==> src/gaussian_pkg.sv <==
package gaussian_pkg;

  // Pixel and line geometry of the filter datapath
  localparam int pix_w        = 8;
  localparam int pix_per_line = 8;
  localparam int line_w       = pix_w * pix_per_line;

  // Line addresses count whole 64-bit lines and not bytes
  localparam int addr_w  = 32;
  localparam int count_w = 16;

  // Limit on reads in flight toward memory
  localparam int max_outstanding = 8;

  // The 1 4 6 4 1 kernel sums to 16, so the result is rounded by 8 and shifted by 4
  localparam int kern_shift = 4;
  localparam int kern_round = 8;

  // A weighted sum needs four more bits than a pixel
  localparam int sum_w = pix_w + kern_shift;

  // Register offsets seen on the register port
  typedef enum logic [3:0] {
    csr_ctrl      = 4'd0,
    csr_src       = 4'd1,
    csr_dst       = 4'd2,
    csr_num_lines = 4'd3,
    csr_status    = 4'd4
  } csr_addr_e;

  // Job states of the requestor
  typedef enum logic [1:0] {
    st_idle,
    st_run,
    st_drain,
    st_done
  } req_state_e;

endpackage : gaussian_pkg
==> src/gaussian_afu.sv <==
`timescale 1ns/1ps

module gaussian_afu (
  input  logic                              clk,
  input  logic                              arst_n,
  // Register port
  input  logic                              mmio_wr,
  input  logic                              mmio_rd,
  input  gaussian_pkg::csr_addr_e           mmio_addr,
  input  logic [63:0]                       mmio_wdata,
  output logic [63:0]                       mmio_rdata,
  output logic                              mmio_rvalid,
  // Read port
  output logic                              rd_req,
  output logic [gaussian_pkg::addr_w-1:0]   rd_addr,
  input  logic                              rd_rsp_valid,
  input  logic [gaussian_pkg::line_w-1:0]   rd_rsp_data,
  input  logic                              rd_almost_full,
  // Write port
  output logic                              wr_req,
  output logic [gaussian_pkg::addr_w-1:0]   wr_addr,
  output logic [gaussian_pkg::line_w-1:0]   wr_data,
  input  logic                              wr_almost_full
);

  import gaussian_pkg::*;

  // Job setup from the register block
  logic               start;
  logic [addr_w-1:0]  src_base;
  logic [addr_w-1:0]  dst_base;
  logic [count_w-1:0] num_lines;

  // Status back to the register block
  logic               busy;
  logic               done;
  logic [count_w-1:0] lines_written;

  // Requestor and counter handshake
  logic               issue_rd;
  logic               wr_fire;
  logic [addr_w-1:0]  rd_index_addr;
  logic [addr_w-1:0]  wr_index_addr;
  logic               can_issue;
  logic               all_requested;
  logic               all_written;

  // Filter path
  logic               filt_valid_in;
  logic [line_w-1:0]  filt_data_in;
  logic               filt_valid;
  logic [line_w-1:0]  filt_data;

  gaussian_csr uu_gaussian_csr (
    .clk           (clk),
    .arst_n        (arst_n),
    .mmio_wr       (mmio_wr),
    .mmio_rd       (mmio_rd),
    .mmio_addr     (mmio_addr),
    .mmio_wdata    (mmio_wdata),
    .busy          (busy),
    .done          (done),
    .lines_written (lines_written),
    .mmio_rdata    (mmio_rdata),
    .mmio_rvalid   (mmio_rvalid),
    .start         (start),
    .src_base      (src_base),
    .dst_base      (dst_base),
    .num_lines     (num_lines)
  );

  gaussian_line_counter uu_gaussian_line_counter (
    .clk           (clk),
    .arst_n        (arst_n),
    .start         (start),
    .src_base      (src_base),
    .dst_base      (dst_base),
    .num_lines     (num_lines),
    .issue_rd      (issue_rd),
    .wr_fire       (wr_fire),
    .rd_index_addr (rd_index_addr),
    .wr_index_addr (wr_index_addr),
    .can_issue     (can_issue),
    .all_requested (all_requested),
    .all_written   (all_written),
    .lines_written (lines_written)
  );

  gaussian_requestor uu_gaussian_requestor (
    .clk            (clk),
    .arst_n         (arst_n),
    .start          (start),
    .can_issue      (can_issue),
    .all_requested  (all_requested),
    .all_written    (all_written),
    .rd_index_addr  (rd_index_addr),
    .wr_index_addr  (wr_index_addr),
    .rd_almost_full (rd_almost_full),
    .wr_almost_full (wr_almost_full),
    .rd_rsp_valid   (rd_rsp_valid),
    .rd_rsp_data    (rd_rsp_data),
    .filt_valid     (filt_valid),
    .filt_data      (filt_data),
    .issue_rd       (issue_rd),
    .wr_fire        (wr_fire),
    .rd_req         (rd_req),
    .rd_addr        (rd_addr),
    .filt_valid_in  (filt_valid_in),
    .filt_data_in   (filt_data_in),
    .wr_req         (wr_req),
    .wr_addr        (wr_addr),
    .wr_data        (wr_data),
    .busy           (busy),
    .done           (done)
  );

  gaussian uu_gaussian (
    .clk       (clk),
    .arst_n    (arst_n),
    .valid_in  (filt_valid_in),
    .data_in   (filt_data_in),
    .valid_out (filt_valid),
    .data_out  (filt_data)
  );

endmodule : gaussian_afu

==> src/gaussian.sv <==
`timescale 1ns/1ps

module gaussian (
  input  logic                             clk,
  input  logic                             arst_n,
  input  logic                             valid_in,
  input  logic [gaussian_pkg::line_w-1:0]  data_in,
  output logic                             valid_out,
  output logic [gaussian_pkg::line_w-1:0]  data_out
);

  import gaussian_pkg::*;

  // Weighted sums formed from the incoming line
  logic [sum_w-1:0] sum_d [pix_per_line];
  // Stage 1 registers
  logic [sum_w-1:0] sum_q [pix_per_line];
  logic             valid_q;

  // Fetches one pixel widened to sum width
  // Indices past either end are pinned to the edge pixel
  function automatic logic [sum_w-1:0] pix_at(input logic [line_w-1:0] line, input int idx);
    int k;
    if (idx < 0) begin
      k = 0;
    end else if (idx > pix_per_line - 1) begin
      k = pix_per_line - 1;
    end else begin
      k = idx;
    end
    return sum_w'(line[k*pix_w +: pix_w]);
  endfunction

  // Stage 1 datapath applying the 1 4 6 4 1 kernel to every pixel of the line
  // The largest sum is 16 times 255 so nothing overflows sum_w
  always_comb begin
    for (int i = 0; i < pix_per_line; i++) begin
      sum_d[i] = pix_at(data_in, i - 2)
               + (pix_at(data_in, i - 1) << 2)
               + (pix_at(data_in, i) << 2) + (pix_at(data_in, i) << 1)
               + (pix_at(data_in, i + 1) << 2)
               + pix_at(data_in, i + 2);
    end
  end

  // Valid bits are control and come out of reset low
  always_ff @(posedge clk or negedge arst_n) begin
    if (!arst_n) begin
      valid_q   <= 1'b0;
      valid_out <= 1'b0;
    end else begin
      valid_q   <= valid_in;
      valid_out <= valid_q;
    end
  end

  // Stage 1 register
  always_ff @(posedge clk) begin
    for (int i = 0; i < pix_per_line; i++) begin
      sum_q[i] <= sum_d[i];
    end
  end

  // Stage 2 rounds to nearest and divides by the kernel weight of 16
  // The rounded sum stays below 4096 so the top pix_w bits hold the result
  always_ff @(posedge clk) begin
    for (int i = 0; i < pix_per_line; i++) begin
      data_out[i*pix_w +: pix_w] <= pix_w'((sum_q[i] + sum_w'(kern_round)) >> kern_shift);
    end
  end

endmodule : gaussian

==> src/gaussian_requestor.sv <==
`timescale 1ns/1ps

module gaussian_requestor (
  input  logic                              clk,
  input  logic                              arst_n,
  input  logic                              start,
  input  logic                              can_issue,
  input  logic                              all_requested,
  input  logic                              all_written,
  input  logic [gaussian_pkg::addr_w-1:0]   rd_index_addr,
  input  logic [gaussian_pkg::addr_w-1:0]   wr_index_addr,
  input  logic                              rd_almost_full,
  input  logic                              wr_almost_full,
  input  logic                              rd_rsp_valid,
  input  logic [gaussian_pkg::line_w-1:0]   rd_rsp_data,
  input  logic                              filt_valid,
  input  logic [gaussian_pkg::line_w-1:0]   filt_data,
  output logic                              issue_rd,
  output logic                              wr_fire,
  output logic                              rd_req,
  output logic [gaussian_pkg::addr_w-1:0]   rd_addr,
  output logic                              filt_valid_in,
  output logic [gaussian_pkg::line_w-1:0]   filt_data_in,
  output logic                              wr_req,
  output logic [gaussian_pkg::addr_w-1:0]   wr_addr,
  output logic [gaussian_pkg::line_w-1:0]   wr_data,
  output logic                              busy,
  output logic                              done
);

  import gaussian_pkg::*;

  req_state_e state_q;
  req_state_e state_d;

  // High in a cycle where a read strobe goes out
  logic read_ok;

  // State register
  always_ff @(posedge clk or negedge arst_n) begin
    if (!arst_n) begin
      state_q <= st_idle;
    end else begin
      state_q <= state_d;
    end
  end

  // Next state
  always_comb begin
    state_d = state_q;
    case (state_q)
      // A new job may start from reset or after a finished one
      st_idle,
      st_done: begin
        if (start) begin
          state_d = st_run;
        end
      end
      // An empty job passes straight to done without any request
      st_run: begin
        if (all_requested && all_written) begin
          state_d = st_done;
        end else if (all_requested) begin
          state_d = st_drain;
        end
      end
      // Waits for the last filtered line to leave on the write port
      st_drain: begin
        if (all_written) begin
          state_d = st_done;
        end
      end
      default: state_d = st_idle;
    endcase
  end

  // Either almost-full level holds back new reads
  // The counter already limits the window and the remaining line count
  assign read_ok = (state_q == st_run) && can_issue && !rd_almost_full && !wr_almost_full;

  assign rd_req   = read_ok;
  assign issue_rd = read_ok;
  assign rd_addr  = rd_index_addr;

  // Responses arrive in request order and go to the filter untouched
  assign filt_valid_in = rd_rsp_valid;
  assign filt_data_in  = rd_rsp_data;

  // Filtered lines are written as soon as they appear, never throttled
  // The write address follows the written count so results land in order
  assign wr_req  = filt_valid;
  assign wr_data = filt_data;
  assign wr_addr = wr_index_addr;
  assign wr_fire = filt_valid;

  // Status levels for the register block
  assign busy = (state_q == st_run) || (state_q == st_drain);
  assign done = (state_q == st_done);

  // Every response comes out of the filter as a write two cycles later
  a_rsp_to_write : assert property (
    @(posedge clk) disable iff (!arst_n)
    rd_rsp_valid |-> ##2 wr_req
  );

endmodule : gaussian_requestor

==> src/gaussian_line_counter.sv <==
`timescale 1ns/1ps

module gaussian_line_counter (
  input  logic                              clk,
  input  logic                              arst_n,
  input  logic                              start,
  input  logic [gaussian_pkg::addr_w-1:0]   src_base,
  input  logic [gaussian_pkg::addr_w-1:0]   dst_base,
  input  logic [gaussian_pkg::count_w-1:0]  num_lines,
  input  logic                              issue_rd,
  input  logic                              wr_fire,
  output logic [gaussian_pkg::addr_w-1:0]   rd_index_addr,
  output logic [gaussian_pkg::addr_w-1:0]   wr_index_addr,
  output logic                              can_issue,
  output logic                              all_requested,
  output logic                              all_written,
  output logic [gaussian_pkg::count_w-1:0]  lines_written
);

  import gaussian_pkg::*;

  logic [count_w-1:0] req_cnt;
  logic [count_w-1:0] wr_cnt;
  logic [count_w-1:0] req_nxt;
  logic [count_w-1:0] wr_nxt;
  logic [count_w-1:0] outstanding;

  // Counts as they will be after this cycle's strobes
  assign req_nxt = req_cnt + count_w'(issue_rd);
  assign wr_nxt  = wr_cnt + count_w'(wr_fire);

  // Memory answers in order, so reads in flight are simply requested minus written
  assign outstanding = req_cnt - wr_cnt;

  // Both addresses walk forward one line per transfer
  assign rd_index_addr = src_base + addr_w'(req_cnt);
  assign wr_index_addr = dst_base + addr_w'(wr_cnt);

  assign all_requested = (req_cnt == num_lines);
  // Looks ahead through wr_fire so the job can close the cycle after its last write
  assign all_written   = (wr_nxt == num_lines);
  assign lines_written = wr_cnt;

  // Can_issue is registered from the next-state counts so it is never stale
  // It stays low for the cycle after start while the counts settle
  always_ff @(posedge clk or negedge arst_n) begin
    if (!arst_n) begin
      req_cnt   <= '0;
      wr_cnt    <= '0;
      can_issue <= 1'b0;
    end else if (start) begin
      req_cnt   <= '0;
      wr_cnt    <= '0;
      can_issue <= 1'b0;
    end else begin
      req_cnt   <= req_nxt;
      wr_cnt    <= wr_nxt;
      can_issue <= (req_nxt < num_lines) && ((req_nxt - wr_nxt) < count_w'(max_outstanding));
    end
  end

  // The read window seen by memory never grows past its limit
  a_outstanding_limit : assert property (
    @(posedge clk) disable iff (!arst_n)
    outstanding <= count_w'(max_outstanding)
  );

endmodule : gaussian_line_counter

==> src/gaussian_csr.sv <==
`timescale 1ns/1ps

module gaussian_csr (
  input  logic                              clk,
  input  logic                              arst_n,
  input  logic                              mmio_wr,
  input  logic                              mmio_rd,
  input  gaussian_pkg::csr_addr_e           mmio_addr,
  input  logic [63:0]                       mmio_wdata,
  input  logic                              busy,
  input  logic                              done,
  input  logic [gaussian_pkg::count_w-1:0]  lines_written,
  output logic [63:0]                       mmio_rdata,
  output logic                              mmio_rvalid,
  output logic                              start,
  output logic [gaussian_pkg::addr_w-1:0]   src_base,
  output logic [gaussian_pkg::addr_w-1:0]   dst_base,
  output logic [gaussian_pkg::count_w-1:0]  num_lines
);

  import gaussian_pkg::*;

  // Read data selected in the cycle of the read strobe
  logic [63:0] rd_mux;

  // Writing bit 0 of the control register launches a job
  // A write while a job is running is ignored so the job registers stay coherent
  // Start is decoded straight from the write strobe so the requestor
  // leaves idle at the same edge that the write lands
  assign start = mmio_wr && (mmio_addr == csr_ctrl) && mmio_wdata[0] && !busy;

  // Job registers
  // Software is expected to program them while the block is idle
  always_ff @(posedge clk or negedge arst_n) begin
    if (!arst_n) begin
      src_base  <= '0;
      dst_base  <= '0;
      num_lines <= '0;
    end else if (mmio_wr) begin
      case (mmio_addr)
        csr_src:       src_base  <= mmio_wdata[addr_w-1:0];
        csr_dst:       dst_base  <= mmio_wdata[addr_w-1:0];
        csr_num_lines: num_lines <= mmio_wdata[count_w-1:0];
        default:       ;
      endcase
    end
  end

  // Read mux
  // The control register is write only and reads back as zero like any unknown offset
  always_comb begin
    rd_mux = '0;
    case (mmio_addr)
      csr_src:       rd_mux[addr_w-1:0]  = src_base;
      csr_dst:       rd_mux[addr_w-1:0]  = dst_base;
      csr_num_lines: rd_mux[count_w-1:0] = num_lines;
      // Status holds busy in bit 0, done in bit 1 and the written count in 31:16
      csr_status:    rd_mux = {32'b0, lines_written, 14'b0, done, busy};
      default:       rd_mux = '0;
    endcase
  end

  // The valid strobe follows the read strobe by exactly one cycle
  always_ff @(posedge clk or negedge arst_n) begin
    if (!arst_n) begin
      mmio_rvalid <= 1'b0;
    end else begin
      mmio_rvalid <= mmio_rd;
    end
  end

  // Read data is only meaningful alongside mmio_rvalid
  always_ff @(posedge clk) begin
    if (mmio_rd) begin
      mmio_rdata <= rd_mux;
    end
  end

  // The requestor must report busy right after it accepts a start
  a_busy_after_start : assert property (
    @(posedge clk) disable iff (!arst_n)
    start |=> (busy || done)
  );

endmodule : gaussian_csr

==> config.mk <==
export PLATFORM = sky130hd
export DESIGN_NAME = gaussian_afu
export DESIGN_NICKNAME = d
export VERILOG_FILES = /design/src/gaussian_pkg.sv /design/src/gaussian_afu.sv /design/src/gaussian.sv /design/src/gaussian_requestor.sv /design/src/gaussian_line_counter.sv /design/src/gaussian_csr.sv
export SDC_FILE = /design/constraint.sdc
export NUM_CORES = 1
export LEC_CHECK = 0
export ABC_AREA = 1
export BUFFER_PORTS_ARGS = -buffer_cell sky130_fd_sc_hd__buf_4
export CORE_MARGIN = 2
export CORE_UTILIZATION = 60
export DETAILED_ROUTE_END_ITERATION = 10
export PLACE_DENSITY = 0.83
export SYNTH_ARGS = -nofsm -noshare
export SYNTH_HDL_FRONTEND = slang
export SYNTH_HIERARCHICAL = 1
export SYNTH_SLANG_ARGS = --single-unit
==> constraint.sdc <==
create_clock -name clk -period 5.9 [get_ports clk]
set_input_delay 0 -clock clk [delete_from_list [all_inputs] [get_ports clk]]
set_output_delay 0 -clock clk [all_outputs]
set_load 0.01 [all_outputs]
-- Word level (Yosys, flattened, before mapping)
Memory sizes are Yosys's and may differ from the RTL's.
Cells that the tools add are included.
- add/sub/neg operators: 52
- order comparisons: 2
- eq/ne operators: 12
- multiplexer cells: 10
- reductions and logical operators: 19
- operator list (cell ; number):
    $add 12x10->12 ; 14
    $add 12x4->12 const B ; 8
    $add 12x8->12 ; 8
    $add 12x9->12 ; 8
    $add 8x10->11 ; 7
    $add 32x16->32 ; 2
    $pmux 16 s4 ; 1
    $pmux 16 s3 ; 1
    $add 16x1->16 ; 2
    $eq 16x16->1 ; 2
    $mux 16 ; 2
    $add 11x10->12 ; 2
    $lt 16x16->1 ; 1
    $lt 16x4->1 const B ; 1
    $sub 16x16->16 ; 1
    $eq 4x2->1 const B ; 2
    $logic_and 1x1->1 ; 8
    $mux 2 ; 4
    $pmux 2 s3 ; 1
    $reduce_and 2->1 ; 3
    $eq 2x2->1 const B ; 2
    $eq 4x1->1 const B ; 1
    $eq 4x3->1 const B ; 1
    $logic_not 4->1 ; 1
    other kinds (10) ; 12
- flip-flop bits (word level): 214
- memory bits (writable): 96
- input port bits: 139
- output and inout port bits: 195
- logic and storage cells: 108
- memories kept: 1
- memories (name ; depth ; bits a word ; read ports ; clocked after memory_dff ; write ports ; line ; text):
    uu_gaussian.sum_q ; 8 ; 12 ; 8 ; 0 ; 8 ; gaussian.sv:17 ; logic [sum_w-1:0] sum_q [pix_per_line];

-- Depth between registers and ports, before layout
- word-level depth: 9
- gate-level depth with buffers: 26

-- Hierarchy
Netlist, hierarchy kept.
- by module, submodules not included (module ; instances ; cells each ; area each (µm²) ; seq. area each (µm²)):
    gaussian ; 1 ; 1418 ; 12912.4 ; 2772.7
    gaussian_line_counter ; 1 ; 865 ; 5585.4 ; 825.8
    gaussian_csr ; 1 ; 542 ; 5052.3 ; 2987.9
    gaussian_requestor ; 1 ; 225 ; 1659.1 ; 50.0

-- Least setup slack after synthesis
No wires, ideal clock.
- path kind: register to register
- from: register uu_gaussian_requestor.state_q[1]
- to: register uu_gaussian_line_counter.can_issue
- setup time: 0.071 ns
- arrival time: 3.164 ns
- required time: 5.829 ns
- setup slack: 2.665 ns
- cell stages (with the launch flop): 27
- buffers on the path: 0
- period minus slack after synthesis: 3.235 ns
- cells stage by stage: dfrtp_1 inv_1 ha_1 nand2_1 nor3_1 ha_1 nand2_4 nor2_4 nand3_2 nor4_1 inv_1 nor2_1 nand2_1 xor2_1 inv_1 ha_1 nand2_1 o211ai_1 a21oi_1 nand3_1 nor2_1 nand3_1 nor2_1 nand2_1 nor2_1 nand3_1 nor2_1
- word-level cells in the longest chain between the ends: 9
- ends and longest elaborated chain (element ; line ; text):
    start: declaration ; gaussian_requestor.sv:33 ; req_state_e state_q;
    start signal: assignment ; gaussian_requestor.sv:42 ; state_q <= st_idle;
    start signal: assignment ; gaussian_requestor.sv:44 ; state_q <= state_d;
    $eq 2x1->1 (*) ; gaussian_requestor.sv:79 ; assign read_ok = (state_q == st_run) && can_issue && !rd_almost_full && !wr_almost_full;
    $logic_and 1x1->1 (*) (3 in a row) ; gaussian_requestor.sv:79 ;
    net issue_rd ; gaussian_afu.sv:40 ; logic issue_rd;
    $add 16x1->16 (*) ; gaussian_line_counter.sv:29 ; assign req_nxt = req_cnt + count_w'(issue_rd);
    $sub 16x16->16 ; gaussian_line_counter.sv:58 ; can_issue <= (req_nxt < num_lines) && ((req_nxt - wr_nxt) < count_w'(max_outstanding));
    $lt 16x4->1 ; gaussian_line_counter.sv:58 ;
    $logic_and 1x1->1 (*) ; gaussian_line_counter.sv:58 ;
    $mux 1 (*) ; gaussian_line_counter.sv:51 ; end else if (start) begin
    end signal: assignment ; gaussian_line_counter.sv:58 ;
    end: declaration ; gaussian_line_counter.sv:14 ; output logic can_issue,
Mark *: on every way through the listed nets, which the timed path passes. The rest lies on a longest branch.
A chain may end at the register's enable or synchronous reset.

-- Worst setup path after layout
- from: register uu_gaussian_requestor.state_q[1]
- to: register uu_gaussian_line_counter.can_issue
- word-level cells in the longest chain between the ends: 9
- ends and longest elaborated chain (element ; line):
    $eq 2x1->1 ; gaussian_requestor.sv:79, gaussian_requestor.sv:97
    $logic_and 1x1->1 (3 in a row) ; gaussian_requestor.sv:79
    $add 16x1->16 ; gaussian_line_counter.sv:29
    $sub 16x16->16 ; gaussian_line_counter.sv:58
    $lt 16x4->1 ; gaussian_line_counter.sv:58
    $logic_and 1x1->1 ; gaussian_line_counter.sv:58
    $mux 1 (*) ; gaussian_line_counter.sv:51
Every way passes the cells marked *; elsewhere a longest branch is shown, timed or not.

==> impl_metrics.tcl <==
set metrics [dict create \
    drtAntennaViolNets 0 \
    run_status "finished clean" \
    synth-edff-count 32 \
    grt_pass1_wl_mm 104 \
    grt_usage_pct 30.0 \
    synth.top_cell.area_share_pct 16.0 \
    rows 75 \
    grt_pass1_vias 20800 \
    clock_sinks 286 \
    hold_path_class "in -> reg" \
    die_area_um2 43700 \
    vdd_drop_max_uv 295 \
    fin_worst_skew_ns 0.0126 \
    whs_ns 0.0489 \
    synth_compound_area_share_pct 5.48 \
    ys_seq_area_share_pct 26.3 \
    tightest_slew_ns 0.984 \
    setup_viol 0 \
    num-fill-cells 3240 \
    dr.pass1.iters 7 \
    grt.met3_usage_pct 4.07 \
    vias_per_cell 5.37 \
    grt_util_met2_pct 52.4 \
    multi_input_comb_area_um2 14500 \
    cp_data_required_time_ns 6.40 \
    synth_top_family_by_area "adder cells" \
    layout.cells.non_filler 3770 \
    layout-drive-gt1-share_pct 12.7 \
    dp_cells 3631 \
    cts_made_buffers 31 \
    die_w_um 209 \
    cts_tree "yes" \
    finalWeightedCongestion 0.980 \
    nNetsFinal 3737 \
    vias 20256 \
    grt_overflow 0 \
    mostFrequentLayoutCells "609 x inv_1, 523 x nand2_1, 274 x buf_4, 246 x nand3_1, 202 x fa_1" \
    yosysTopAreaCell "fa_1" \
    die_h_um 209 \
    core_area_um2 41700 \
    grt_start_max_net_pins 74 \
    yosys_warnings 6 \
    period_needed_ns 3.96 \
    synth-simple-area-share_pct 18.5 \
    utilization_pct 67.4 \
    layout_commonest_cell "inv_1" \
    drtIter0Drc 1721 \
    async_flop_share_pct 41.3 \
    muxShareOfSynthArea_pct 0 \
    path_clk_slew_ns 0.06 \
    design_area_um2 28100 \
    end_kind "register" \
    power-per-cell-area_nw_per_um2 435 \
    totalWireLength_mm 65.3 \
    fmax_mhz 253 \
    ys_seq_elements 286 \
    worstSetupStartpointType "register" \
    use_met1_pct 37.7 \
    cp_data_arrival_time_ns 4.45 \
    yosys.cell_types.count 52 \
    clockBufferDepth 3 \
    antenna_found_initial 1 \
    setup_ws_ns 1.94 \
    crit_fanout 4 \
    root_buffer "clkbuf_16" \
    busiest_layer "met2" \
    drv_cap 0 \
    insertion_delay_ns 0.59 \
    portBuffers 269 \
    leakagePower_nw 14.9 \
    drv_slew 0 \
    placed_cell_area_um2 26200 \
    htreeDepth 1 \
    seq_area_um2 6640 \
    synth_cells 3050 \
    drc 0 \
    wl_per_cell_um 17.3 \
    synth_fa_ha_area_share_pct 25.4 \
    fin_crit_sh_pct 67.1 \
    ios 334 \
    synth_area_um2 25200 \
    synth_area_leaders "fa_1 16%, dfrtp_1 12%, dfxtp_1 11%" \
    dp_slack_ns 1.93 \
    start_util_pct 60.5 \
    area_delta_synth_final_pct 11.3 \
    timing.setup.critical_path_class "reg -> reg" \
    max-slew-margin-rel_pct 34.4 \
    hold_viol 0 \
    synth-xor-area-share_pct 7.64 \
    fin_setup_tns_ns 0 \
    power_mw 12.2 \
    synth_ff_type "dfxtp_1" \
    hpwl_mm 52.0 \
    avgSynthCellArea_um2 8.27 \
    rsz0062_at_grt "no" \
]
-- critical path: stages (launching register included) --
cell	delay, ns
dfrtp_1	0.41
inv_1	0.08
ha_1	0.19
nand2_1	0.06
nor3_1	0.30
ha_1	0.26
nand2_4	0.09
nor2_4	0.17
nand3_2	0.10
nor4_1	0.27
inv_1	0.12
nor2_1	0.13
nand2_1	0.08
xor2_1	0.19
inv_1	0.10
ha_1	0.27
nand2_1	0.07
o211ai_1	0.15
a21oi_1	0.14
nand3_1	0.08
nor2_1	0.10
nand3_1	0.08
nor2_1	0.09
nand2_1	0.05
nor2_1	0.09
nand3_1	0.07
nor2_1	0.13
-- sequential cells by signal (all words and copies together), names as in the netlist --
| register | count |
|---|---|
| uu_gaussian_csr/src_base | 32 |
| uu_gaussian/sum_q | 72 |
| uu_gaussian_requestor/state_q | 2 |
| uu_gaussian_line_counter/lines_written | 16 |
| uu_gaussian_csr/num_lines | 16 |
| uu_gaussian/valid_out | 1 |
| uu_gaussian_line_counter/req_cnt | 16 |
| uu_gaussian/valid_q | 1 |
| uu_gaussian_line_counter/can_issue | 1 |
| uu_gaussian_csr/mmio_rvalid | 1 |
| uu_gaussian/data_out | 64 |
| uu_gaussian_csr/mmio_rdata | 32 |
| uu_gaussian_csr/dst_base | 32 |
-- power breakdown --
group	internal [mW]	leakage (nW)	switching, mW
combinational	2.84	11.5	3.97
clock	1.16	0.521	0.837
sequential	2.75	2.96	0.633
total	6.76	14.9	5.44
-- path summary, 6_finish.rpt --
check / startpoint / to / slack (ns) / depth (start not counted)
worst max-delay path: uu_gaussian_requestor/state_q[1] / uu_gaussian_line_counter/can_issue / 1.94 / 26
worst min-delay path: rd_rsp_data[32] / uu_gaussian/sum_q[1][27] / 0.05 / 4
worst max register to register: uu_gaussian_requestor/state_q[1] / uu_gaussian_line_counter/can_issue / 1.94 / 26
worst min register to register: uu_gaussian/valid_q / uu_gaussian/valid_out / 0.36 / 0
max in group asynchronous: arst_n / uu_gaussian_line_counter/req_cnt[9] / 4.47 / 4
min in group asynchronous: arst_n / uu_gaussian_csr/mmio_rvalid / 0.47 / 4
-- synthesized netlist by cell type, types with 2 or more instances --
cell type  instances
dfxtp_1          136
buf_6              2
xnor2_1           73
nand2_2           19
o32ai_1            2
inv_2              7
nor2_4             8
o21bai_1           5
nand3b_1           7
clkbuf_1          10
inv_1            609
nor2_2             8
dfrtp_1          118
nor4_1             8
buf_4            232
o211ai_1           3
buf_2             18
nor2_1           119
o21ai_0           28
a21boi_0           3
nand2_4            2
o21ai_2            5
o2111ai_1          2
nor3_1            21
nand3_1          246
xor2_1           147
a21oi_1          101
o21ai_1           68
or2_2              5
nand3_2            7
nand2_1          523
fa_1             202
o21a_1             8
nand4_1           30
ha_1             188
nor3_2            18
edfxtp_1          32
a21o_1            13
a31oi_1            4
-- timing repair --
action	4_1_cts	5_1_grt
hold buffers	83	0
setup buffers	0	0
endpoints found under the hold margin	171	0
resized for setup	0	0
-- per-layer routing --
metal / part of all wire, % / up-vias / wire, um
met4: 3.7 / 0 / 2390
li1: - / 9532 / -
met5: 0 / - / 0
met2: 49 / 918 / 32100
met3: 7.5 / 165 / 4910
met1: 40 / 9641 / 25900
-- cells by family (layout without fill, tap and decap cells) --
kind of cell	count (synthesis)	in the layout
and+or+nand+nor	1026	1026
buffers and inverters	879	1028
adders and majority gates	390	390
DFF	286	286
AOI/OAI and AO/OA	248	248
xor gates and xnor gates	220	220
other	1	33
-- area by class of cell --
class,instances,area share (%)
Multi-Input combinational cell,1916,51.6
Clock inverter,13,0.513
Tap cell,539,2.40
Clock buffer,42,3.21
Antenna cell,1,0.00892
Inverter,616,8.24
Sequential cell,286,23.6
Timing Repair Buffer,357,10.4
No activity file was read; power rests on OpenSTA's default activity.
